File: config.mk
export PLATFORM = sky130hd
export DESIGN_NAME = sim_io
export DESIGN_NICKNAME = d
export VERILOG_FILES = /design/src/soc_pkg.sv /design/src/sim_io.sv
export SDC_FILE = /design/constraint.sdc
export NUM_CORES = 1
export LEC_CHECK = 0
export BUFFER_PORTS_ARGS = -buffer_cell sky130_fd_sc_hd__buf_2
export CAP_MARGIN = 20
export CORE_AREA = 2 2 39 41
export DETAILED_ROUTE_END_ITERATION = 8
export DIE_AREA = 0 0 41 43
export PLACE_DENSITY = 0.73
export SYNTH_ARGS = -nofsm -noshare
export SYNTH_HDL_FRONTEND = slang
export SYNTH_SLANG_ARGS = --single-unit
File: constraint.sdc
create_clock -name wb_clk -period 1.8 [get_ports wb_clk]
set_clock_uncertainty 0.1 [all_clocks]
set_input_delay 0.18 -clock wb_clk [delete_from_list [all_inputs] [get_ports wb_clk]]
set_output_delay 0.18 -clock wb_clk [all_outputs]
set_load 0.005 [all_outputs]
File: src/soc_pkg.sv
package soc_pkg;

   // Bus geometry.
   localparam int ADDR_W = 32;
   localparam int DATA_W = 32;
   localparam int SEL_W  = 4;   // One select per byte lane.

   localparam int MEM_WORDS = 4096; // RAM depth in words.

   // Cycles of internal reset after the external reset is released.
   localparam int RST_STRETCH = 5;

   // Region is picked by address bits 31:28.
   localparam logic [3:0] REGION_MEM   = 4'h0;
   localparam logic [3:0] REGION_PRINT = 4'h1;
   localparam logic [3:0] REGION_TIMER = 4'h8;
   localparam logic [3:0] REGION_HALT  = 4'h9;

   // Compare value that keeps the timer interrupt quiet.
   localparam logic [DATA_W-1:0] TIMECMP_RESET = '1;

   typedef enum logic [2:0] {
      RGN_MEM,
      RGN_PRINT,
      RGN_TIMER,
      RGN_HALT,
      RGN_NONE     // Unmapped and acked by the intercon.
   } region_e;

   typedef enum logic [1:0] {
      ARB_IDLE,
      ARB_IBUS,
      ARB_DBUS
   } arb_state_e;

endpackage

File: src/sim_io.sv
`timescale 1ns/1ps
`default_nettype none
module sim_io (
   input  logic                        wb_clk,
   input  logic                        i_rst_n,
   input  logic [soc_pkg::DATA_W-1:0] i_dat,
   input  logic [soc_pkg::SEL_W-1:0]  i_sel,
   input  logic                        i_we,
   input  logic                        i_print_stb,
   input  logic                        i_halt_stb,
   output logic                        o_ack,
   output logic [7:0]                  o_print_char,
   output logic                        o_print_valid,
   output logic                        o_halt
);

   logic print_wr;
   logic halt_wr;

   assign print_wr = i_print_stb & i_we & i_sel[0] & ~o_ack;
   assign halt_wr  = i_halt_stb & i_we & ~o_ack;

   always_ff @(posedge wb_clk) begin
      if (print_wr)
         o_print_char <= i_dat[7:0]; // Lane 0 only.
   end

   always_ff @(posedge wb_clk) begin
      if (!i_rst_n) begin
         o_ack         <= 1'b0;
         o_print_valid <= 1'b0;
         o_halt        <= 1'b0;
      end else begin
         o_ack         <= (i_print_stb | i_halt_stb) & ~o_ack;
         o_print_valid <= print_wr;
         o_halt        <= o_halt | halt_wr; // Sticky until reset.
      end
   end

   a_print_pulse: assert property (@(posedge wb_clk) disable iff (!i_rst_n)
      o_print_valid |=> !o_print_valid);

endmodule
`default_nettype wire

After elaboration in Yosys (flattened, before gate mapping)
Index checks and enable logic that the tools add are counted.
{"block": "totals", "rom_bits": 0, "input_bits": 41, "latchBits": 0, "mem_count": 0, "wordCells": 13, "mem_bits_rw": 0, "ff_bits": 11}
{"block": "classes", "reduce_logical": 0, "n_mux": 0, "n_eq_ne": 0, "addsub": 0, "multipliers": 0, "div": 0, "order_cmp": 0, "n_shift": 0, "bitwise": 9}
{"cell": "$and A1 B1 Y1", "count": 6}
{"cell": "$or A1 B1 Y1", "count": 2}
{"cell": "$not A1 Y1", "count": 1}

Logic depth before layout (Yosys ltp)
{"block": "logic_depth", "ltp_word": 3, "ltp_mapped": 2, "ltp_nobuf": 2}

Worst setup path before layout
OpenSTA, ideal clock, no wires.
{"block": "synth_path", "path_kind": "register to register", "from": "register o_ack", "to": "register o_print_char[0], enable pin", "slack_ns": 0.635, "required_time_ns": 1.365, "stages_incl_launch_ff": 2, "period_less_slack_ns": 1.165, "arrival_time_ns": 0.730, "path_buffers": 0, "cell_sequence": "dfxtp_1 > and4b_1"}
{"block": "synth_between", "elab_chain_cells": 2}
{"item": "from (decl)", "line_no": "sim_io.sv:11", "text": "output logic o_ack,"}
{"item": "from (signal assigned)", "line_no": "sim_io.sv:34", "text": "o_ack <= (i_print_stb | i_halt_stb) & ~o_ack;"}
{"item": "$not A1 Y1", "line_no": "sim_io.sv:20", "text": "assign print_wr = i_print_stb & i_we & i_sel[0] & ~o_ack;"}
{"item": "$and A1 B1 Y1", "line_no": "sim_io.sv:20"}
{"item": "named net print_wr", "line_no": "sim_io.sv:17", "text": "logic print_wr;"}
{"item": "to (signal assigned)", "line_no": "sim_io.sv:25", "text": "o_print_char <= i_dat[7:0];"}
{"item": "to (decl)", "line_no": "sim_io.sv:12", "text": "output logic [7:0] o_print_char,"}
The timed path passes the listed nets, and every way through them passes these cells.
A chain may end at the register's enable or synchronous reset.

Worst setup path after layout
Same ends and word-level chain as after synthesis.

==> flow_summary.toml <==
[outcome]
status = "finished, final reports clean"

[sta]
max-slew-margin-rel = 0.7460
hold_viol_final = 0
drv_slew = 0
fin_tns_setup_ns = 0
setup_viol = 0
post-route-min-period_ns = 1.260
rsz0062_at_grt = "false"
worst_pin_slew_ns = 0.3807
clock.fmax_mhz = 793.6
fin_hold_ws_ns = 0.05930
period_share = 0.7000

[setup_path]
max_stage_delay_ns = 0.49
cp.arrival_ns = 1.08
path_max_fanout = 9
critPathTopFamily = "simple AND/OR/NAND/NOR gates"
crit_buf_inv = 0
path_class = "register to register"
crit_chain = "and4b_1"
crit_path_end_kind = "register"
startpoint_type = "register"
slowest_stage = "and4b_1"
critPathRequiredTime_ns = 1.62

[clock_tree]
path_clk_slew_ns = 0.06
post_cts_buffers = 0
cts_resized = 0
root_buffer = "clkbuf_4"
insertion_delay_ns = 0.26
cts_buffer_depth = 2
clock_sinks = 11
cts_tree = "done"
cts_hold_buf = 8
htreeDepth = 1
cts-buffers-inserted = 3

[power]
peakVddDrop_uv = 296.9
power_density_nw_per_um2 = 824.5
leakagePower_nw = 0.2650

[floorplan]
core-area_um2 = 1384
pin_count = 52
rows = 14
start_util = 0.2486
die_area_um2 = 1763
die_w_um = 41
dieHeight_um = 43

[global_routing]
gr-usage-all-layers = 0.09286
grt_pass1_vias = 270
antenna_found_initial = 0
grt_max_degree = 10
grt_overflow = 0
grt_first_pass_wirelength_um = 986

[drt]
drt-initial-drc-count = 0
dr.pass1.iters = 1
viasPerCell = 3.986
num_vias = 279
drc_errors = 0
ant_nets = 0
wl_per_cell_um = 11.23
routed_wl_um = 786

[yosys]
ys_ff_latch = 11
synth.distinct_cells = 8
syn_nets = 59
ys_seq_area_frac = 0.8727
synthCells = 18
synth.avg_cell_area_um2 = 19.12
synth_area_um2 = 344.1
yosysWarnings = 0

[place]
dp_cells = 58
place_congestion = 0.6457
port_buffers = 24
placed_cell_area_um2 = 484.2

[cells_and_area]
postLayoutCoreUtil = 0.4268
stdcell_count = 70
final_nets = 96
fill_cells = 127
design_area_um2 = 590.6
synthToLayoutAreaGrowth_pct = 71.64
drive_gt1_frac = 0.5000
antennaDiodeCount = 0

[run]
maxCapViolations = 0

[hold_path]
hp-class = "primary input to register"
## layer usage
| metal | up-vias | part of all wire | GRT usage |
|---|---|---|---|
| met5 | - | 0 | 0 |
| met4 | 0 | 0 | 0.06000 |
| met3 | 0 | 0.097 | 0.04712 |
| met2 | 24 | 0.47 | 0.1531 |
| met1 | 116 | 0.43 | 0.08136 |
| li1 | 139 | - | - |
## kinds of logic (layout without fill, tap and decap cells)
family        Yosys count  in the layout  share of synthesized area
flops                  11             11                     0.8727
simple gates            7              7                     0.1273
buf+inv                 0             36                          0
## sequential cells by signal, summed over array words and instances, names as in the netlist
signal	cells
o_print_char	8
o_ack	1
o_halt	1
o_print_valid	1
## report_power, final
| part | leakage, nW | switching, mW | internal (mW) |
|---|---|---|---|
| Combinational | 0.152 | 0.0156 | 0.0297 |
| Clock | 0.0150 | 0.0716 | 0.0854 |
| Sequential | 0.0978 | 0.00337 | 0.281 |
| Total | 0.265 | 0.0905 | 0.396 |
## synth_stat cells
library cell  number  area share
and2_1             1       0.018
nor2_1             1       0.011
edfxtp_1           8        0.70
nor3b_1            1       0.022
nand2_1            2       0.022
nand4b_1           1       0.025
and4b_1            1       0.029
dfxtp_1            3        0.17
## worst paths after layout
kind                     end  cells after the start  slack [ns]    start
min reg2reg           o_halt                      2        0.35   o_halt
max          o_print_char[0]                      1        0.54    o_ack
max reg2reg  o_print_char[0]                      1        0.54    o_ack
min                   o_halt                      3        0.06  i_rst_n
## layout by cell type, fill, tap and decap left out
| cell | count |
|---|---|
| and2_1 | 1 |
| and4b_1 | 1 |
| buf_2 | 24 |
| clkbuf_1 | 1 |
| clkbuf_4 | 3 |
| dfxtp_1 | 3 |
| dlygate4sd3_1 | 8 |
| edfxtp_1 | 8 |
| nand2_1 | 2 |
| nand4b_1 | 1 |
| nor2_1 | 1 |
| nor3b_1 | 1 |
## cell type report
class | instances | area (um^2) | area share
flip-flops and latches | 11 | 300.3 | 0.5085
multi-input cells | 7 | 43.79 | 0.07415
repair buffers | 32 | 200.2 | 0.3390
well taps | 16 | 20.02 | 0.03390
clock buffers | 4 | 26.28 | 0.04449
## through the flow
step / total power, mW / worst slack, ns
2_1_floorplan: 0.2977 / 0.6352
3_3_place_gp: 0.3215 / 0.5689
3_5_place_dp: 0.3225 / 0.5458
4_1_cts: 0.4994 / 0.5240
5_1_grt: 0.5134 / 0.4871
6_report: 0.4869 / 0.5399
No activity file was read; power rests on OpenSTA's default activity.
