==> config.mk <==
export PLATFORM = sky130hd
export DESIGN_NAME = riscv_timer
export DESIGN_NICKNAME = d
export VERILOG_FILES = /design/src/soc_pkg.sv /design/src/riscv_timer.sv
export SDC_FILE = /design/constraint.sdc
export NUM_CORES = 1
export LEC_CHECK = 0
export BUFFER_PORTS_ARGS = -buffer_cell sky130_fd_sc_hd__buf_2
export CAP_MARGIN = 20
export CORE_UTILIZATION = 35
export CTS_CLUSTER_DIAMETER = 30
export DETAILED_ROUTE_END_ITERATION = 16
export PLACE_DENSITY_LB_ADDON = 0.12
export SKIP_LAST_GASP = 1
export SLEW_MARGIN = 20
export SYNTH_ARGS = -nofsm -noshare
export SYNTH_HDL_FRONTEND = slang
export SYNTH_SLANG_ARGS = --single-unit
==> constraint.sdc <==
create_clock -name wb_clk -period 6 [get_ports wb_clk]
set_input_delay 1.2 -clock wb_clk [delete_from_list [all_inputs] [get_ports wb_clk]]
set_output_delay 1.2 -clock wb_clk [all_outputs]
set_load 0.01 [all_outputs]
==> src/soc_pkg.sv <==
package soc_pkg;

   // Bus geometry.
   localparam int ADDR_W = 32;
   localparam int DATA_W = 32;
   localparam int SEL_W  = 4;   // One select per byte lane.

   localparam int MEM_WORDS = 4096; // RAM depth in words.

   // Cycles of internal reset after the external reset is released.
   localparam int RST_STRETCH = 5;

   // Region is picked by address bits 31:28.
   localparam logic [3:0] REGION_MEM   = 4'h0;
   localparam logic [3:0] REGION_PRINT = 4'h1;
   localparam logic [3:0] REGION_TIMER = 4'h8;
   localparam logic [3:0] REGION_HALT  = 4'h9;

   // Compare value that keeps the timer interrupt quiet.
   localparam logic [DATA_W-1:0] TIMECMP_RESET = '1;

   typedef enum logic [2:0] {
      RGN_MEM,
      RGN_PRINT,
      RGN_TIMER,
      RGN_HALT,
      RGN_NONE     // Unmapped and acked by the intercon.
   } region_e;

   typedef enum logic [1:0] {
      ARB_IDLE,
      ARB_IBUS,
      ARB_DBUS
   } arb_state_e;

endpackage

==> src/riscv_timer.sv <==
`timescale 1ns/1ps
`default_nettype none
module riscv_timer (
   input  logic                        wb_clk,
   input  logic                        i_rst_n,
   input  logic [soc_pkg::DATA_W-1:0] i_dat,
   input  logic [soc_pkg::SEL_W-1:0]  i_sel,
   input  logic                        i_we,
   input  logic                        i_stb,
   output logic [soc_pkg::DATA_W-1:0] o_rdt,
   output logic                        o_ack,
   output logic                        o_irq
);

   logic [soc_pkg::DATA_W-1:0] mtime;
   logic [soc_pkg::DATA_W-1:0] mtimecmp;
   logic                        access;

   assign access = i_stb & ~o_ack;

   // Free-running counter without a prescaler.
   always_ff @(posedge wb_clk) begin
      if (!i_rst_n)
         mtime <= '0;
      else
         mtime <= mtime + 1'b1;
   end

   always_ff @(posedge wb_clk) begin
      if (!i_rst_n) begin
         mtimecmp <= soc_pkg::TIMECMP_RESET;
      end else if (access && i_we) begin
         for (int b = 0; b < soc_pkg::SEL_W; b++) begin
            if (i_sel[b])
               mtimecmp[8*b +: 8] <= i_dat[8*b +: 8];
         end
      end
   end

   always_ff @(posedge wb_clk) begin
      if (access)
         o_rdt <= mtime; // Reads always see mtime.
   end

   always_ff @(posedge wb_clk) begin
      if (!i_rst_n)
         o_ack <= 1'b0;
      else
         o_ack <= access;
   end

   // Level that stays up until mtimecmp moves past mtime.
   assign o_irq = (mtime >= mtimecmp);

endmodule
`default_nettype wire

### Yosys cells after proc, flatten, opt, wreduce, memory -nomap -nowiden

Index checks and enable logic that the tools add are counted.

| word-level totals | value |
|---|---|
| register bits after elaboration | 97 |
| bits in latches | 0 |
| bits in writable memories | 0 |
| ROM bits | 0 |
| output and inout port bits | 34 |
| word-level logic and storage cells | 16 |
| memories kept | 0 |

| cells by class | value |
|---|---|
| add/sub/neg operators | 1 |
| $mul | 0 |
| div/mod/pow operators | 0 |
| magnitude comparators | 1 |
| eq/ne operators | 0 |
| shifts and indexed selects | 0 |
| muxes and demuxes | 0 |
| bitwise logic cells | 2 |
| reductions and logical operators | 5 |

Operators with widths:

| operator | count |
|---|---|
| adder 32 x 1 -> 32 bit (second input constant) | 1 |
| >= comparator 32 bit | 1 |
| AND reduction 2 bit | 4 |
| bitwise AND 1 bit | 1 |
| logical AND 1 bit | 1 |
| inverter 1 bit | 1 |

### Logic depth before layout (Yosys ltp)

Gate-level depths: netlist (run 1).

| depth | value |
|---|---|
| depth after elaboration | 4 |
| mapped depth | 7 |
| gate-level depth less buffers | 7 |

### Least setup slack after synthesis (run 1)

No wires, ideal clock.

| timing path | value |
|---|---|
| path kind | input to register |
| start point | input port i_stb |
| end point | register mtimecmp[0] (netlist name) |
| arrival | 3651 ps |
| path slack | 2207 ps |
| stages | 5 |
| buffers on the path | 2 |
| cells stage by stage | nor2b_1 -> and3_1 -> clkbuf_1 -> clkbuf_1 -> o211ai_1 |

| on the way | value |
|---|---|
| word-level cells in the longest chain between the ends | 3 |

Ends and longest elaborated chain:

| item | line | RTL |
|---|---|---|
| start, declared | riscv_timer.sv:9 | `input logic i_stb,` |
| bitwise AND 1 bit | riscv_timer.sv:19 | `assign access = i_stb & ~o_ack;` |
| logical AND 1 bit | riscv_timer.sv:32 | `end else if (access && i_we) begin` |
| AND reduction 2 bit (no line) | - |  |
| end signal, assigned | riscv_timer.sv:31 | `mtimecmp <= soc_pkg::TIMECMP_RESET;` |
| end signal, assigned by index | riscv_timer.sv:35 | `mtimecmp[8*b +: 8] <= i_dat[8*b +: 8];` |
| end, declared | riscv_timer.sv:16 | `logic [soc_pkg::DATA_W-1:0] mtimecmp;` |

Every way passes these cells.
A chain may end at the register's enable or synchronous reset.

### Final worst setup path (run 1)

| timing path | value |
|---|---|
| start point | register mtime[17] (netlist name) |
| end point | output port o_irq |

| on the way | value |
|---|---|
| word-level cells in the longest chain between the ends | 1 |

Ends and longest elaborated chain:

| item | line | RTL |
|---|---|---|
| start, declared | riscv_timer.sv:15 | `logic [soc_pkg::DATA_W-1:0] mtime;` |
| start signal, assigned | riscv_timer.sv:26 | `mtime <= mtime + 1'b1;` |
| >= comparator 32 bit | riscv_timer.sv:53 | `assign o_irq = (mtime >= mtimecmp);` |
| end, declared | riscv_timer.sv:12 | `output logic o_irq` |

Every way passes these cells.

==> results.sh, run 1 <==
export IMPL_path_class="flip-flop to output port"
export IMPL_rsz0062_at_grt="no"
export IMPL_cts_hold_buffers=0
export IMPL_cts_sinks=97
export IMPL_drtIter0Drc=91
export IMPL_cts_buffers_inserted=9
export IMPL_syn_inst=411
export IMPL_status="complete, no violations"
export IMPL_clock_latency_ns=0.34
export IMPL_track_usage_pct=15.2
export IMPL_drc_errors=0
export IMPL_synth_cell_area_um2=4370
export IMPL_p_int_mw=1.10
export IMPL_ys_seq_elements=97
export IMPL_min_period_ns=3.90
export IMPL_synth_edf_count=32
export IMPL_async_flop_share_pct=0
export IMPL_seqPwrFrac_pct=50.5
export IMPL_fp_dieH_um=114
export IMPL_dp_hpwl_um=6390
export IMPL_num_rows=40
export IMPL_diodes=0
export IMPL_n_fill_cell=1253
export IMPL_cts_resized=0
export IMPL_hold_class="flip-flop to flip-flop"
export IMPL_post_cts_buffers=0
export IMPL_antenna_left=0
export IMPL_min_delay_start="mtimecmp[0]"
export IMPL_setup_tns_ns=0
export IMPL_grt_pass1_vias=2932
export IMPL_start_util_pct=36.1
export IMPL_yosysWarnings=0
export IMPL_required_ns=4.80
export IMPL_cts_tree="done"
export IMPL_worst_ep_arrival_time_ns=2.70
export IMPL_multiInputGateArea_um2=1920
export IMPL_wire_per_inst_um=14.1
export IMPL_critPathLaunchType="flip-flop"
export IMPL_cts_htree_levels=3
export IMPL_ys_seq_area_share_pct=51.7
export IMPL_cts_root_buf="clkbuf_16"
export IMPL_clk_pin_slew_worst_paths_ns=0.07
export IMPL_synth_flop_cell="dfxtp_1"
export IMPL_switchingPower_mw=0.305
export IMPL_io_buffers=73
export IMPL_synthToLayoutAreaGrowth_pct=19.2
export IMPL_drt_wl_total_um=9220
export IMPL_tightest_slew_ns=0.828
export IMPL_vias=3101
export IMPL_grt_overflow=0
export IMPL_synth_area_per_cell_um2=10.6
export IMPL_max_freq_ghz=0.256
export IMPL_clockBufferDepth=2
export IMPL_setup_worst_path_start="mtime[17]"
export IMPL_drv_slew=0
export IMPL_maxSlewHeadroom_pct=44.7
export IMPL_powerDensity_nw_per_um2=269
export IMPL_grt_max_degree=66
export IMPL_cp_max_fo=4
export IMPL_max_cap_viol_count=0
export IMPL_p_leak_nw=2.49
export IMPL_syn_num_nets=484
export IMPL_fin_skew_ns=0.00800
export IMPL_drive_gt1_share_pct=20.7
export IMPL_seqCellArea_um2=2260
export IMPL_min_period_over_period_pct=65.1
export IMPL_gp_congestion=0.727
export IMPL_io_pins=74
export IMPL_end_kind="output port"
export IMPL_grt_first_pass_wirelength_um=15100
export IMPL_die_x_um=114
export IMPL_core_um2=12100
export IMPL_synth_distinct_cells=47
export IMPL_dr_pass1_iters=4
export IMPL_power_frac_clock_pct=44.0
export IMPL_pwr_share_comb_pct=5.6
export IMPL_final_hold_viol_count=0
export IMPL_antenna_found_initial=0
export IMPL_fin_util_pct=43.0
export IMPL_netSwitchingFraction_pct=21.7
export IMPL_dieArea_um2=12900
export IMPL_drt_vias_per_instance=4.76
export IMPL_fin_nets=552
export IMPL_r2r_start="mtime[1]"
export IMPL_peakVddDrop_mv=0.128
export IMPL_finalSetupViolations=0
-- area by class of cell --
class | instances | area share, %
well taps | 168 | 4.03
multi-input cells | 263 | 36.8
flip-flops and latches | 97 | 43.4
repair buffers | 74 | 7.20
clock inverters | 6 | 1.73
inverters | 34 | 2.45
clock buffers | 10 | 4.39
-- flip-flops by register name, summed over array words and instances, names as in the netlist --
name / count
mtime: 32
mtimecmp: 32
o_ack: 1
o_rdt: 32
-- routing by layer --
layer | routed length (µm) | share of wire, % | global-route usage [%] | vias up
li1 | - | - | - | 1605
met2 | 3960 | 43 | 22.8 | 55
met3 | 306 | 3.3 | 2.60 | 11
met1 | 4780 | 52 | 21.6 | 1430
met4 | 169 | 1.8 | 6.75 | 0
met5 | 0 | 0 | 0 | -
-- critical path, cell delays in order, from the launching register on --
cell	delay, ns
dfxtp_1	0.45
ha_1	0.29
a21oi_1	0.13
o21ai_0	0.10
a221o_1	0.38
a2111oi_0	0.58
o21ai_0	0.23
buf_2	0.19
-- final timing paths --
path | to | slack (ns) | cells past startpoint
setup / recovery | o_irq | 2.10 | 7
hold / removal | mtimecmp[0] | 0.50 | 2
setup reg to reg | mtime[28] | 3.67 | 6
hold reg to reg | mtimecmp[0] | 0.50 | 2
-- cell usage in the layout (no fill, tap or decap), drive strengths merged, types with 8 or more instances in the layout --
master / count
buf: 74
dfxtp: 65
nand2: 43
inv: 35
ha: 33
o211ai: 32
edfxtp: 32
and2: 28
nand3: 16
xnor2: 15
nand4: 14
a21oi: 10
xor2: 10
clkbuf: 10
and3: 8
-- cell families (layout without fill, tap and decap cells) --
| family | Yosys count | count (layout) | share of synthesized area (%) |
|---|---|---|---|
| buffers and inverters | 51 | 124 | 4.58 |
| DFF | 97 | 97 | 51.7 |
| adders and majority gates | 33 | 33 | 9.44 |
| AOI/OAI and AO/OA | 67 | 67 | 10.7 |
| xor gates and xnor gates | 25 | 25 | 5.01 |
| and+or+nand+nor | 138 | 138 | 18.6 |
-- power by group through the flow --
stage	clock (mW)	combinational [mW]	sequential, mW
after CTS	0.631	0.0803	0.709
final	0.617	0.0782	0.709
after global routing	0.655	0.0888	0.711
after global placement	0	0.0783	0.723
after detailed placement	0	0.0798	0.724
after floorplan	0	0.0391	0.728
-- synth_stat cells (all sizes together) (2+ instances only) --
master | n | area, µm²
and3 | 8 | 51.3
or3 | 3 | 20.0
xnor2 | 15 | 131
nor2b | 4 | 25.0
ha | 33 | 413
nand3 | 16 | 80.1
a2111oi | 2 | 17.5
o211ai | 32 | 240
a21o | 5 | 37.5
a21boi | 4 | 30.0
o21ai | 7 | 35.0
clkbuf | 14 | 52.6
buf | 3 | 20.0
inv | 34 | 128
dfxtp | 65 | 1300
nor3 | 6 | 41.3
edfxtp | 32 | 961
nand2 | 43 | 169
and2 | 28 | 175
and4 | 7 | 66.3
a21oi | 10 | 50.1
nand4 | 14 | 124
xor2 | 10 | 87.6
nor4 | 4 | 25.0
-- through the flow --
stage          worst slack (ns)  area [µm²]  instances  power (mW)  hold slack [ns]
2_1_floorplan              2.21        4370        411       0.767            0.451
3_3_place_gp               2.29        4890        636       0.801            0.491
3_5_place_dp               2.31        4890        636       0.803            0.494
4_1_cts                    1.96        5210        652        1.42            0.506
5_1_grt                    1.73        5210        652        1.46            0.527
6_report                   2.10        5210        652        1.40            0.498
Note: power is estimated with default switching activity, not from simulation.
==> run 2, diff against run 1 <==
Clock period 6 ns to 3.8 ns, I/O delays scaled along.
==> run 2 against run 1 <==
Net effect: clock power grew 34%; core utilization fell by 0.37 points; first-iteration DRC count rose by 11%; setup slack worse by 1.8 ns; die area unchanged; critical path depth is the same; sequential power increased by 58%; non-clock buffer count grew 1; register-to-register slack got worse by 2.2 ns; sequential share of layout area up 0.38 points; count of clock-buffer cells in the layout increased by 2; via count down 0.77%; critical endpoint unchanged.
==> results.sh, run 2 (same netlist as run 1, synthesis figures left out) <==
export IMPL_worst_ep_arrival_time_ns=2.75
export IMPL_post_cts_buffers=0
export IMPL_post_route_cell_area_um2=5170
export IMPL_fin_skew_ns=0.00642
export IMPL_cts_root_buf="clkbuf_16"
export IMPL_drive_gt1_share_pct=20.4
export IMPL_total_power_mw=2.07
export IMPL_wire_per_inst_um=14.3
export IMPL_num_rows=40
export IMPL_dpl_cell_area_um2=4900
export IMPL_cp_max_fo=4
export IMPL_crit_top_cell="o21ai_0"
export IMPL_min_to="mtimecmp[0]"
export IMPL_start_util_pct=36.1
export IMPL_worstPathCellList="ha_1 > a21oi_1 > o21ai_0 > a221o_1 > a2111oi_1 > o21ai_0 > buf_2"
export IMPL_min_period_over_period_pct=92.5
export IMPL_rsz0062_at_grt="no"
export IMPL_drtIter0Drc=101
export IMPL_drv_slew=0
export IMPL_diodes=0
export IMPL_gp_congestion=0.733
export IMPL_mostFrequentLayoutCell="buf_2"
export IMPL_drt_wl_total_um=9330
export IMPL_final_hold_viol_count=0
export IMPL_reg_largest_list="mtime x32, mtimecmp x32, o_rdt x32"
export IMPL_antenna_left=0
export IMPL_end_kind="output port"
export IMPL_critPathBufInv=1
export IMPL_r2r_start="mtime[0]"
export IMPL_max_freq_ghz=0.285
export IMPL_whs_path_depth=2
export IMPL_track_usage_pct=15.6
export IMPL_mostFrequentLayoutCells="buf_2, dfxtp_1, nand2_1"
export IMPL_powerDensity_nw_per_um2=401
export IMPL_worstRegToRegCells=6
export IMPL_drc_errors=0
export IMPL_clock_latency_ns=0.34
export IMPL_grt_pass1_vias=2990
export IMPL_cp_top_family="compound AO/OA/AOI/OAI gates"
export IMPL_io_buffers=73
export IMPL_critPathMaxStageDelay_ns=0.59
export IMPL_r2r_end="mtime[28]"
export IMPL_critPathLaunchType="flip-flop"
export IMPL_finalSetupViolations=0
export IMPL_cts_tree="done"
export IMPL_cts_resized=0
export IMPL_min_period_ns=3.51
export IMPL_drt_vias_per_instance=4.71
export IMPL_place_inst=637
export IMPL_cts_htree_levels=3
export IMPL_grt_first_pass_wirelength_um=15400
export IMPL_hold_class="flip-flop to flip-flop"
export IMPL_cts_hold_buffers=0
export IMPL_maxSlewHeadroom_pct=57.7
export IMPL_synthToLayoutAreaGrowth_pct=18.2
export IMPL_dp_hpwl_um=6570
export IMPL_required_ns=3.04
export IMPL_cts_buffers_inserted=9
export IMPL_grt_max_degree=66
export IMPL_dr_pass1_iters=4
export IMPL_instances_no_fill=653
export IMPL_max_cap_viol_count=0
export IMPL_min_delay_start="mtimecmp[0]"
export IMPL_io_pins=74
export IMPL_slowest_stage="a2111oi_1"
export IMPL_status="complete, no violations"
export IMPL_r2r_slack_ns=1.51
export IMPL_fp_dieH_um=114
export IMPL_grt_overflow=0
export IMPL_vias=3077
export IMPL_setup_tns_ns=0
export IMPL_path_class="flip-flop to output port"
export IMPL_die_x_um=114
export IMPL_dieArea_um2=12900
export IMPL_peakVddDrop_mv=0.175
export IMPL_tightest_slew_ns=0.634
export IMPL_fin_nets=553
export IMPL_p_leak_nw=2.48
export IMPL_core_um2=12100
export IMPL_antenna_found_initial=0
export IMPL_clockBufferDepth=2
export IMPL_whs_ns=0.497
export IMPL_cts_sinks=97
export IMPL_clk_pin_slew_worst_paths_ns=0.06
run 2: area by class of cell:
class / count / area, µm²
fillers: 1235 / 6940
flip-flops and latches: 97 / 2260
multi-input cells: 263 / 1920
repair buffers: 75 / 383
clock buffers: 12 / 246
well taps: 168 / 210
inverters: 34 / 128
clock inverters: 4 / 18.8
run 2: how the worst max path moves through the flow:
stage	slack [ns]	from	endpoint	depth (start not counted)
finish	0.29	mtime[17]	o_irq	7
global route	0.05	mtime[17]	o_irq	7
CTS	0.17	mtime[17]	o_irq	7
detailed placement	0.55	mtime[17]	o_irq	7
global placement	0.54	mtime[17]	o_irq	7
floorplan	0.45	i_stb	mtimecmp[0]	5
run 2: power by group:
group / internal, mW / leakage [nW] / switching, mW
clock: 0.457 / 0.134 / 0.370
combinational: 0.0515 / 1.49 / 0.0736
sequential: 1.11 / 0.853 / 0.0135
run 2: worst register-to-register path: stages (launching register included):
cell	delay, ns
dfxtp_1	0.46
ha_1	0.30
and2_1	0.19
nand4_1	0.48
nor4_1	0.49
xor2_1	0.11
and2_1	0.16
run 2: per-stage QoR:
stage,util (%),setup slack [ns]
2_1_floorplan,-,0.447
3_3_place_gp,40.5,0.536
3_5_place_dp,40.5,0.549
4_1_cts,42.6,0.166
5_1_grt,42.7,0.0506
6_report,42.7,0.285
run 2: layer usage:
metal	up-vias	global-route usage, %	wire length (µm)
li1	1608	-	-
met1	1393	21.2	4660
met2	69	24.3	4140
met3	7	4.41	442
met4	0	4.68	89
met5	-	0	0
