--- src/soc_pkg.sv ---
package soc_pkg;

   // Bus geometry.
   localparam int ADDR_W = 32;
   localparam int DATA_W = 32;
   localparam int SEL_W  = 4;   // One select per byte lane.

   localparam int MEM_WORDS = 4096; // RAM depth in words.

   // Cycles of internal reset after the external reset is released.
   localparam int RST_STRETCH = 5;

   // Region is picked by address bits 31:28.
   localparam logic [3:0] REGION_MEM   = 4'h0;
   localparam logic [3:0] REGION_PRINT = 4'h1;
   localparam logic [3:0] REGION_TIMER = 4'h8;
   localparam logic [3:0] REGION_HALT  = 4'h9;

   // Compare value that keeps the timer interrupt quiet.
   localparam logic [DATA_W-1:0] TIMECMP_RESET = '1;

   typedef enum logic [2:0] {
      RGN_MEM,
      RGN_PRINT,
      RGN_TIMER,
      RGN_HALT,
      RGN_NONE     // Unmapped and acked by the intercon.
   } region_e;

   typedef enum logic [1:0] {
      ARB_IDLE,
      ARB_IBUS,
      ARB_DBUS
   } arb_state_e;

endpackage

--- src/wb_intercon.sv ---
`timescale 1ns/1ps
`default_nettype none
module wb_intercon (
   input  logic                        wb_clk,
   input  logic                        i_rst_n,
   input  logic [soc_pkg::ADDR_W-1:0] i_ibus_adr,
   input  logic                        i_ibus_cyc,
   input  logic                        i_ibus_stb,
   output logic [soc_pkg::DATA_W-1:0] o_ibus_rdt,
   output logic                        o_ibus_ack,
   input  logic [soc_pkg::ADDR_W-1:0] i_dbus_adr,
   input  logic [soc_pkg::DATA_W-1:0] i_dbus_dat,
   input  logic [soc_pkg::SEL_W-1:0]  i_dbus_sel,
   input  logic                        i_dbus_we,
   input  logic                        i_dbus_cyc,
   input  logic                        i_dbus_stb,
   output logic [soc_pkg::DATA_W-1:0] o_dbus_rdt,
   output logic                        o_dbus_ack,
   output logic [soc_pkg::ADDR_W-1:0] o_slv_adr,
   output logic [soc_pkg::DATA_W-1:0] o_slv_dat,
   output logic [soc_pkg::SEL_W-1:0]  o_slv_sel,
   output logic                        o_slv_we,
   output logic                        o_mem_stb,
   output logic                        o_timer_stb,
   output logic                        o_print_stb,
   output logic                        o_halt_stb,
   input  logic [soc_pkg::DATA_W-1:0] i_mem_rdt,
   input  logic                        i_mem_ack,
   input  logic [soc_pkg::DATA_W-1:0] i_timer_rdt,
   input  logic                        i_timer_ack,
   input  logic                        i_io_ack
);

   soc_pkg::arb_state_e state;
   soc_pkg::arb_state_e state_nxt;
   soc_pkg::region_e    region;

   logic                        ibus_req;
   logic                        dbus_req;
   logic                        gnt_ibus;
   logic                        gnt_dbus;
   logic                        req_act;
   logic                        none_ack;
   logic                        slv_ack;
   logic [soc_pkg::DATA_W-1:0] slv_rdt;

   assign ibus_req = i_ibus_cyc & i_ibus_stb;
   assign dbus_req = i_dbus_cyc & i_dbus_stb;

   // Idle grant is combinational with dbus first.
   assign gnt_dbus = (state == soc_pkg::ARB_DBUS) | ((state == soc_pkg::ARB_IDLE) & dbus_req);
   assign gnt_ibus = (state == soc_pkg::ARB_IBUS) |
                     ((state == soc_pkg::ARB_IDLE) & ~dbus_req & ibus_req);
   assign req_act  = (gnt_dbus & dbus_req) | (gnt_ibus & ibus_req);

   assign o_slv_adr = gnt_dbus ? i_dbus_adr : i_ibus_adr;
   assign o_slv_dat = i_dbus_dat;                   // ibus never writes.
   assign o_slv_sel = gnt_dbus ? i_dbus_sel : {soc_pkg::SEL_W{1'b1}};
   assign o_slv_we  = gnt_dbus & i_dbus_we;

   always_comb begin
      case (o_slv_adr[soc_pkg::ADDR_W-1 -: 4])
         soc_pkg::REGION_MEM:   region = soc_pkg::RGN_MEM;
         soc_pkg::REGION_PRINT: region = soc_pkg::RGN_PRINT;
         soc_pkg::REGION_TIMER: region = soc_pkg::RGN_TIMER;
         soc_pkg::REGION_HALT:  region = soc_pkg::RGN_HALT;
         default:               region = soc_pkg::RGN_NONE;
      endcase
   end

   assign o_mem_stb   = req_act & (region == soc_pkg::RGN_MEM);
   assign o_timer_stb = req_act & (region == soc_pkg::RGN_TIMER);
   assign o_print_stb = req_act & (region == soc_pkg::RGN_PRINT);
   assign o_halt_stb  = req_act & (region == soc_pkg::RGN_HALT);

   // Unmapped accesses still complete.
   always_ff @(posedge wb_clk) begin
      if (!i_rst_n)
         none_ack <= 1'b0;
      else
         none_ack <= req_act & (region == soc_pkg::RGN_NONE) & ~none_ack;
   end

   assign slv_ack = i_mem_ack | i_timer_ack | i_io_ack | none_ack;
   assign slv_rdt = i_mem_ack   ? i_mem_rdt   :
                    i_timer_ack ? i_timer_rdt : '0;

   always_comb begin
      state_nxt = state;
      case (state)
         soc_pkg::ARB_IDLE: begin
            if (dbus_req)
               state_nxt = soc_pkg::ARB_DBUS;
            else if (ibus_req)
               state_nxt = soc_pkg::ARB_IBUS;
         end
         soc_pkg::ARB_IBUS,
         soc_pkg::ARB_DBUS: begin
            if (slv_ack)
               state_nxt = soc_pkg::ARB_IDLE; // Grant ends with the ack.
         end
         default: state_nxt = soc_pkg::ARB_IDLE;
      endcase
   end

   always_ff @(posedge wb_clk) begin
      if (!i_rst_n)
         state <= soc_pkg::ARB_IDLE;
      else
         state <= state_nxt;
   end

   assign o_ibus_ack = slv_ack & (state == soc_pkg::ARB_IBUS);
   assign o_dbus_ack = slv_ack & (state == soc_pkg::ARB_DBUS);
   assign o_ibus_rdt = (state == soc_pkg::ARB_IBUS) ? slv_rdt : '0;
   assign o_dbus_rdt = (state == soc_pkg::ARB_DBUS) ? slv_rdt : '0;

   a_one_slave: assert property (@(posedge wb_clk) disable iff (!i_rst_n)
      $onehot0({o_mem_stb, o_timer_stb, o_print_stb, o_halt_stb}));

   a_ibus_ack_req: assert property (@(posedge wb_clk) disable iff (!i_rst_n)
      o_ibus_ack |-> ibus_req);

   a_dbus_ack_req: assert property (@(posedge wb_clk) disable iff (!i_rst_n)
      o_dbus_ack |-> dbus_req);

endmodule
`default_nettype wire

--- config.mk ---
export PLATFORM = sky130hd
export DESIGN_NAME = wb_intercon
export DESIGN_NICKNAME = d
export VERILOG_FILES = /design/src/soc_pkg.sv /design/src/wb_intercon.sv
export SDC_FILE = /design/constraint.sdc
export NUM_CORES = 1
export LEC_CHECK = 0
export BUFFER_PORTS_ARGS = -buffer_cell sky130_fd_sc_hd__buf_2
export CAP_MARGIN = 20
export CORE_AREA = 2 2 122 124
export DETAILED_ROUTE_END_ITERATION = 10
export DIE_AREA = 0 0 124 126
export PLACE_DENSITY = 0.44
export SLEW_MARGIN = 20
export SYNTH_ARGS = -nofsm -noshare
export SYNTH_HDL_FRONTEND = slang
export SYNTH_SLANG_ARGS = --single-unit
--- constraint.sdc ---
create_clock -name wb_clk -period 3.35 [get_ports wb_clk]
set_input_delay 0.1675 -clock wb_clk [delete_from_list [all_inputs] [get_ports wb_clk]]
set_output_delay 0.1675 -clock wb_clk [all_outputs]
set_load 0.03 [all_outputs]
-- Word level (Yosys, flattened, before mapping)
Cells that the tools add are included.
- register bits after elaboration: 3
- bitwise gates (word level): 24
- multiplexer cells: 11
- reductions and logical operators: 5
- equal/unequal tests: 11
- operators by type and width (kind ; number):
    $mux 32 ; 5
    $and 1x1->1 ; 16
    $pmux 3 s4 ; 1
    $eq 4x4->1 const B ; 2
    $eq 3x2->1 const B ; 2
    $mux 2 ; 3
    $or 1x1->1 ; 6
    $eq 4x1->1 const B ; 1
    $logic_not 4->1 ; 1
    $mux 4 ; 1
    $pmux 2 s2 ; 1
    $eq 3x1->1 const B ; 1
    $eq 3x3->1 const B ; 1
    $logic_not 3->1 ; 1
    $ne 3x3->1 const B ; 1
    $eq 2x1->1 const B ; 1
    $eq 2x2->1 const B ; 1
    $logic_not 2->1 ; 1
    $ne 2x2->1 const B ; 1
    $not 1->1 ; 2
    $reduce_and 2->1 ; 1
    $reduce_or 2->1 ; 1

-- Depth between registers and ports, before layout
Gate-level depths: netlist of run 1.
- depth after elaboration: 9
- mapped depth: 7

-- Worst setup path after synthesis of run 1
No wires, ideal clock.
- kind: register -> output
- from: register state[0]
- to: output o_mem_stb
- required time: 3.182 ns
- arrival: 2.131 ns
- cell stages (with the launch flop): 8
- path slack: 1.052 ns
- cell sequence: dfxtp_1 -> inv_1 -> ha_1 -> a31oi_2 -> buf_6 -> mux2i_2 -> inv_2 -> nor3_1
- longest elaborated chain between the ends: 8
- elaborated cells on any way between the ends: 19
- classes of those cells: eq/ne (5); mux (2); bitwise (9); reduce/logical (3)
- ends and longest elaborated chain (item ; line ; source):
    from (decl) ; wb_intercon.sv:34 ; soc_pkg::arb_state_e state;
    from (signal assigned) ; wb_intercon.sv:108 ; state <= soc_pkg::ARB_IDLE;
    from (signal assigned) ; wb_intercon.sv:110 ; state <= state_nxt;
    $logic_not 2->1 ; wb_intercon.sv:51 ; assign gnt_dbus = (state == soc_pkg::ARB_DBUS) | ((state == soc_pkg::ARB_IDLE) & dbus_req);
    $and 1x1->1 ; wb_intercon.sv:51 ;
    $or 1x1->1 * ; wb_intercon.sv:51 ;
    $mux 32 * ; wb_intercon.sv:56 ; assign o_slv_adr = gnt_dbus ? i_dbus_adr : i_ibus_adr;
    net o_slv_adr (one bit) ; wb_intercon.sv:19 ; output logic [soc_pkg::ADDR_W-1:0] o_slv_adr,
    $eq 4x4->1, or another cell as far along ; wb_intercon.sv:62 ; case (o_slv_adr[soc_pkg::ADDR_W-1 -: 4])
    $pmux 3 s4 * ; wb_intercon.sv:62 ;
    $logic_not 3->1 * ; wb_intercon.sv:71 ; assign o_mem_stb = req_act & (region == soc_pkg::RGN_MEM);
    $and 1x1->1 * ; wb_intercon.sv:71 ;
    to (decl) ; wb_intercon.sv:23 ; output logic o_mem_stb,
Mark *: on every way through the listed nets, which the timed path passes. The rest lies on a longest branch.

-- Worst setup path in the final report of run 1
- from: register state[0]
- to: output o_timer_stb
- longest elaborated chain between the ends: 8
- elaborated cells on any way between the ends: 19
- classes of those cells: eq/ne (6); mux (2); bitwise (9); reduce/logical (2)
- ends and longest elaborated chain (item ; line ; source):
    $logic_not 2->1 ; wb_intercon.sv:51, wb_intercon.sv:53 ;
    $and 1x1->1 ; wb_intercon.sv:51 ;
    $or 1x1->1 ; wb_intercon.sv:51 ;
    $mux 32 ; wb_intercon.sv:56 ;
    $eq 4x4->1, or another cell as far along ; wb_intercon.sv:62 ;
    $pmux 3 s4 ; wb_intercon.sv:62 ;
    $eq 3x2->1 ; wb_intercon.sv:72 ; assign o_timer_stb = req_act & (region == soc_pkg::RGN_TIMER);
    $and 1x1->1 * ; wb_intercon.sv:72 ;
    to (decl) ; wb_intercon.sv:24 ; output logic o_timer_stb,
Mark *: on every way between the ends. The rest lies on a longest branch, timed or not.

==> impl_metrics.csv, run 1 <==
group,metric,value,unit
global_route,grt_max_degree,36,
worst_hold_path,worstHoldStart,"i_rst_n",
sta,finalSetupViolations,0,
floorplan,rows,44,
sta,slew_headroom,50.5,%
floorplan,die_x,124,um
placed_design,port_buffers,248,
floorplan,die_area,15600,um2
clock_network,clock_path_buffers,2,
clock_network,insertion_delay,0.23,ns
logic_synthesis,synth_edf_count,0,
job,drv_cap,0,
route,wl_met3,875,um
logic_synthesis,synth_top_area_share,25.5,%
logic_synthesis,synth.most_common_cell,"nor2b_1",
power,p_sw,0.341,mW
setup_path,crit_path_start_kind,"register",
logic_synthesis,synth_area,1670,um2
logic_synthesis,syn_inst,224,
power,comb_power_share,68.5,%
clock_network,cts_setup_buffers,0,
route,route.vias.total,2448,
setup_path,cp.arrival,2.48,ns
global_route,overflow,0,
power,swShare,46.2,%
placed_design,placed_area,2860,um2
sta,clock_skew,0.00146,ns
route,drtPass1Iterations,4,
sta,slew_violations,0,
clock_network,htree_levels,1,
sta,tns,0,ns
power,ir_drop,151,uV
setup_path,crit_buf_inv,3,
clock_network,cts_root_buf,"clkbuf_16",
global_route,grt_pass1_vias,2293,
power,clkPwrFrac,26.0,%
logic_synthesis,synth_area_leader_cell,"nor2b_1",
sta,hold_viol_final,0,
setup_path,worst_path_largest_cell_delay,0.54,ns
setup_path,critical_path_class,"register to primary output",
route,via_per_inst,3.98,
setup_path,endpoint_kind,"primary output",
setup_path,crit_start,"state[0]",
clock_network,cts_tree,"done",
clock_network,cts_hold_repair.buffers,0,
cells_and_area,fin_area,2930,um2
setup_path,path_cells,"inv_1, ha_1, a31oi_4, buf_4, nor3_1, o21ai_1, nor3_1, buf_2",
setup_path,slowest_stage,"a31oi_4",
setup_path,worst_ep_required_time,3.18,ns
logic_synthesis,synthesis.nets,401,
clock_network,cts_buffers,3,
floorplan,start_util,11.6,%
setup_path,worstReg2RegStart,"state[0]",
cells_and_area,instances_no_fill,615,
clock_network,cts_resized,0,
setup_path,cpMostUsedCell,"nor3_1",
cells_and_area,drive_above_1_share,68.7,%
logic_synthesis,synth_commonest_cells,"68 x nor2b_1, 33 x buf_4, 32 x a22oi_1",
route,wl_met2,4.47,mm
power,leakage,1.58,nW
route,drt-total-wl,8.30,mm
global_route,antenna_found_initial,1,
logic_synthesis,synth_flop_cell,"dfxtp_1",
run_status,status,"finished clean",
route,highest_layer,"met5",
power,seqPwrFrac,5.6,%
placed_design,dp_cells,611,
power,p_per_area,252,nW/um2
setup_path,cp_top_family,"compound AO/OA/AOI/OAI gates",
global_route,grt_use_total,9.55,%
logic_synthesis,synthTopCellsByArea,"nor2b_1 26%, mux2_2 20%, buf_4 15%, a22oi_1 14%, dfxtp_1 3.6%",
sta,fmax,378,MHz
logic_synthesis,ys_seq_elements,3,
route,drt-met1-wl,2.71,mm
route,drcViolationCount,0,
cells_and_area,diodes,0,
global_route,grt_pass1_wl,11.5,mm
logic_synthesis,yosys_warnings,0,
sta,final.period_utilization,79.1,%
clock_network,clock-sinks,3,
logic_synthesis,synth_area_per_cell,7.43,um2
power,p_int,0.398,mW
route,routedWlPerCell,13.5,um
floorplan,chipHeight,126,um
sta,tightest_slew,0.742,ns
sta,grt_setup_unrepaired,"no",
cells_and_area,nNetsFinal,609,
sta,min_period,2.65,ns
route,ant_nets,0,
cells_and_area,area_delta_synth_final,76.2,%
logic_synthesis,synth_async_sr_flop_share,0,%
worst_hold_path,hold_class,"primary input to register",
setup_path,crit_path_max_fanout,23,
logic_synthesis,ys_types,28,
clock_network,path_clk_slew,0.03,ns
floorplan,pin_count,313,
placed_design,gp_congestion,0.699,
route,drt_iter0_drc,58,
floorplan,coreArea,14300,um2
logic_synthesis,synth.yosys.seq_area_share,3.61,%
placed_design,place_hpwl,7.16,mm
worst reg2reg max path, cell delays in order, from the launching register on:
cell and delay, ns:
dfxtp_1 0.35, inv_1 0.07, ha_1 0.27, a31oi_4 0.54, buf_4 0.38, nor3_1 0.10, nor3_1 0.17
final timing paths:
kind	end	slack, ns	cells past startpoint
worst max-delay path	o_timer_stb	0.70	8
worst min-delay path	state[1]	0.19	2
worst max register to register	none_ack	1.40	6
worst min register to register	state[0]	0.57	2
area by class of cell:
| cell class | count | area [um2] |
|---|---|---|
| clock buffers | 4 | 78.8 |
| fillers | 1613 | 11400 |
| inverters | 6 | 22.5 |
| multi-input cells | 166 | 1270 |
| flip-flops and latches | 3 | 60.1 |
| well taps | 184 | 230 |
| repair buffers | 252 | 1270 |
cell families after synthesis:
logic type	synth area share [%]
and+or+nand+nor	33.2
DFF	3.61
muxes	21.9
adders and majority gates	2.25
buffers and inverters	20.7
AOI/OAI and AO/OA	18.3
power groups by stage:
| stage | sequential (mW) | combinational [mW] | clock [mW] |
|---|---|---|---|
| floorplan | 0.0408 | 0.400 | 0 |
| global placement | 0.0416 | 0.507 | 0 |
| detailed placement | 0.0418 | 0.513 | 0 |
| CTS | 0.0413 | 0.514 | 0.195 |
| global route | 0.0418 | 0.547 | 0.199 |
| finish | 0.0411 | 0.506 | 0.192 |
state kept, by name, indices dropped and copies added (netlist names):
register and cells:
state 2, none_ack 1
metal layers:
metal / global-route usage [%] / up-vias
li1: - / 1157
met2: 20.2 / 191
met1: 8.28 / 1078
met5: 0 / -
met3: 1.90 / 20
met4: 3.97 / 2
through the flow:
| step | total power, mW | hold slack, ns | util, % | setup WS (ns) |
|---|---|---|---|---|
| final | 0.739 | 0.191 | 20.5 | 0.702 |
| after global routing | 0.788 | 0.216 | 20.5 | 0.421 |
| after CTS | 0.751 | 0.195 | 20.5 | 0.656 |
| after detailed placement | 0.554 | 0.335 | 19.9 | 0.908 |
| after global placement | 0.549 | 0.335 | 19.9 | 0.989 |
| after floorplan | 0.441 | 0.281 | - | 1.05 |
placed cells by master, fill, tap and decap left out, types with 3 or more instances in the layout:
cell type,instances
buf_4,4
inv_1,4
ha_1,3
mux2_2,30
dfxtp_1,3
a22oi_1,32
clkbuf_16,3
nor2b_1,67
or2_2,4
buf_2,248
nor3_1,6
nand2_1,6
Note: power is estimated with default switching activity, not from simulation.
==> run 2, diff against run 1 <==
Settings changed: ABC_AREA from default to 1, PLACE_DENSITY 0.44 to 0.43.
Clock period 3.35 ns to 2.6 ns, I/O delays scaled along.
==> impl_metrics.csv, run 2 <==
group,metric,value,unit
run_status,status,"finished clean",
sta,min_period,2.25,ns
logic_synthesis,synth_commonest_cells,"110 x nand2_1, 74 x nor2_1, 36 x buf_4",
floorplan,pin_count,313,
floorplan,start_util,11.2,%
global_route,overflow,0,
logic_synthesis,synth_area,1600,um2
cells_and_area,top_register,"state",
setup_path,worst_path_largest_cell_delay,0.32,ns
sta,fmax,444,MHz
route,drt-total-wl,9.45,mm
logic_synthesis,yosys_warnings,0,
power,swShare,54.1,%
clock_network,path_clk_slew,0.03,ns
clock_network,cts_setup_buffers,0,
power,leakage,1.79,nW
job,drv_cap,0,
clock_network,clock_path_buffers,2,
sta,tightest_slew,0.654,ns
placed_design,port_buffers,248,
sta,slew_headroom,56.4,%
setup_path,ff2ff_path_depth,7,
setup_path,crit_path_start_kind,"register",
logic_synthesis,syn_inst,313,
setup_path,worst_ep_required_time,2.47,ns
sta,grt_setup_unrepaired,"no",
logic_synthesis,synth_top_area_share,25.8,%
placed_design,gp_congestion,0.694,
route,routedWlPerCell,13.5,um
cells_and_area,nFillCells,1686,
logic_synthesis,synthTopCellsByArea,"nand2_1 26%, nor2_1 17%, buf_4 17%, a22oi_1 15%, dfxtp_1 3.7%",
setup_path,critical_path_class,"register to primary output",
worst_hold_path,hold_class,"primary input to register",
cells_and_area,drive_above_1_share,50.6,%
power,seqPwrFrac,4.9,%
logic_synthesis,synth.most_common_cell,"nand2_1",
clock_network,clock-sinks,3,
global_route,antenna_found_initial,0,
global_route,grt_use_total,10.8,%
worst_hold_path,worstHoldStart,"i_rst_n",
logic_synthesis,synth_edf_count,0,
global_route,grt_pass1_wl,12.7,mm
sta,tns,0,ns
cells_and_area,largest_reg_flops,2,
floorplan,chipHeight,126,um
route,drt_iter0_drc,42,
power,comb_power_share,72.6,%
power,clkPwrFrac,22.5,%
floorplan,die_x,124,um
power,p_sw,0.591,mW
logic_synthesis,synth_area_per_cell,5.12,um2
power,ir_drop,190,uV
cells_and_area,top_regs,"state x2, none_ack x1",
cells_and_area,diodes,0,
cells_and_area,area_delta_synth_final,75.6,%
route,ant_nets,0,
floorplan,rows,44,
logic_synthesis,synth_area_leader_cell,"nand2_1",
route,via_per_inst,3.85,
worst_hold_path,worstHoldEndpoint,"state[0]",
route,drtPass1Iterations,4,
logic_synthesis,synthesis.nets,490,
clock_network,insertion_delay,0.22,ns
sta,finalSetupViolations,0,
placed_design,place_hpwl,8.19,mm
clock_network,cts_resized,0,
sta,final.period_utilization,86.7,%
power,p_int,0.500,mW
sta,layout_setup_ws,0.346,ns
cells_and_area,final_common_cell,"buf_2",
sta,hold_viol_final,0,
global_route,grt_max_degree,38,
logic_synthesis,synth.yosys.seq_area_share,3.75,%
placed_design,dpl_worst_slack,0.577,ns
cells_and_area,nNetsFinal,694,
cells_and_area,final_cell_mix,"248 x buf_2, 110 x nand2_1, 74 x nor2_1",
worst_hold_path,hold_depth,3,
setup_path,cp.arrival,2.12,ns
setup_path,endpoint_kind,"primary output",
sta,slew_violations,0,
sta,clock_skew,0.00167,ns
floorplan,coreArea,14300,um2
logic_synthesis,synth_async_sr_flop_share,0,%
clock_network,cts_tree,"done",
setup_path,crit_path_max_fanout,37,
clock_network,cts_hold_repair.buffers,0,
setup_path,path_cells,"inv_1, ha_1, inv_1, nand2_8, inv_4, nand2_1, nand2_1, nand2_1, nor2_1, buf_2",
power,totalPowerFinal,1.09,mW
clock_network,htree_levels,1,
setup_path,reg2reg_to,"none_ack",
setup_path,worstReg2RegStart,"state[0]",
logic_synthesis,synth_flop_cell,"dfxtp_1",
power,p_per_area,388,nW/um2
setup_path,r2r_slack,1.09,ns
logic_synthesis,ys_types,22,
logic_synthesis,ys_seq_elements,3,
clock_network,cts_root_buf,"clkbuf_16",
setup_path,slowest_stage,"dfxtp_1",
global_route,grt_pass1_vias,2406,
setup_path,cpMostUsedCell,"nand2_1",
sta,whs,0.150,ns
floorplan,die_area,15600,um2
clock_network,cts_buffers,3,
route,drcViolationCount,0,
route,route.vias.total,2693,
run 2: final cells by class:
type / instances / area (um2) / area share (%)
Clock buffer: 4 / 78.8 / 2.80
Inverter: 18 / 70.1 / 2.49
Multi-Input combinational cell: 240 / 1110 / 39.5
Sequential cell: 3 / 60.1 / 2.13
Tap cell: 184 / 230 / 8.18
Timing Repair Buffer: 251 / 1260 / 44.9
run 2: layer usage:
layer | track usage [%] | wire (um) | up-vias
met3 | 3.17 | 1230 | 4
met4 | 2.97 | 91 | 0
met5 | 0 | 0 | -
met2 | 20.6 | 4710 | 207
li1 | - | - | 1366
met1 | 11.2 | 3410 | 1116
run 2: how the worst max path moves through the flow:
stage              from          end  slack (ns)  depth (start not counted)
2_1_floorplan  state[0]   o_halt_stb        0.71                          8
3_3_place_gp   state[0]   o_halt_stb        0.61                         10
3_5_place_dp   state[0]  o_print_stb        0.58                         10
4_1_cts        state[0]  o_print_stb        0.33                         10
5_1_grt        state[0]  o_print_stb        0.14                         10
6_report       state[0]  o_print_stb        0.35                         10
run 2: stage by stage:
step | cell area (um2) | cells | utilization [%]
6_report | 2810 | 700 | 19.7
5_1_grt | 2810 | 700 | 19.7
4_1_cts | 2810 | 700 | 19.7
3_5_place_dp | 2740 | 696 | 19.1
3_3_place_gp | 2740 | 696 | 19.1
2_1_floorplan | 1600 | 313 | -
run 2: kinds of logic (layout without fill, tap and decap cells):
logic type      after synthesis  after routing  share of synthesized area [%]
simple gates                201            201                           50.7
buf+inv                      70            273                           26.9
compound gates               36             36                           16.2
fa+ha+maj                     3              3                           2.34
flops                         3              3                           3.75
run 2: critical path, delay by kind of cell (launching register included):
kind	cells	cell delay (ns)
buf+inv	4	0.81
simple gates	5	0.55
flops	1	0.32
fa+ha+maj	1	0.19
run 2: power groups by stage:
stage / sequential [mW] / combinational [mW] / clock, mW
finish: 0.0536 / 0.792 / 0.245
global route: 0.0543 / 0.876 / 0.259
CTS: 0.0535 / 0.807 / 0.250
detailed placement: 0.0541 / 0.805 / 0
global placement: 0.0539 / 0.810 / 0
floorplan: 0.0536 / 0.621 / 0
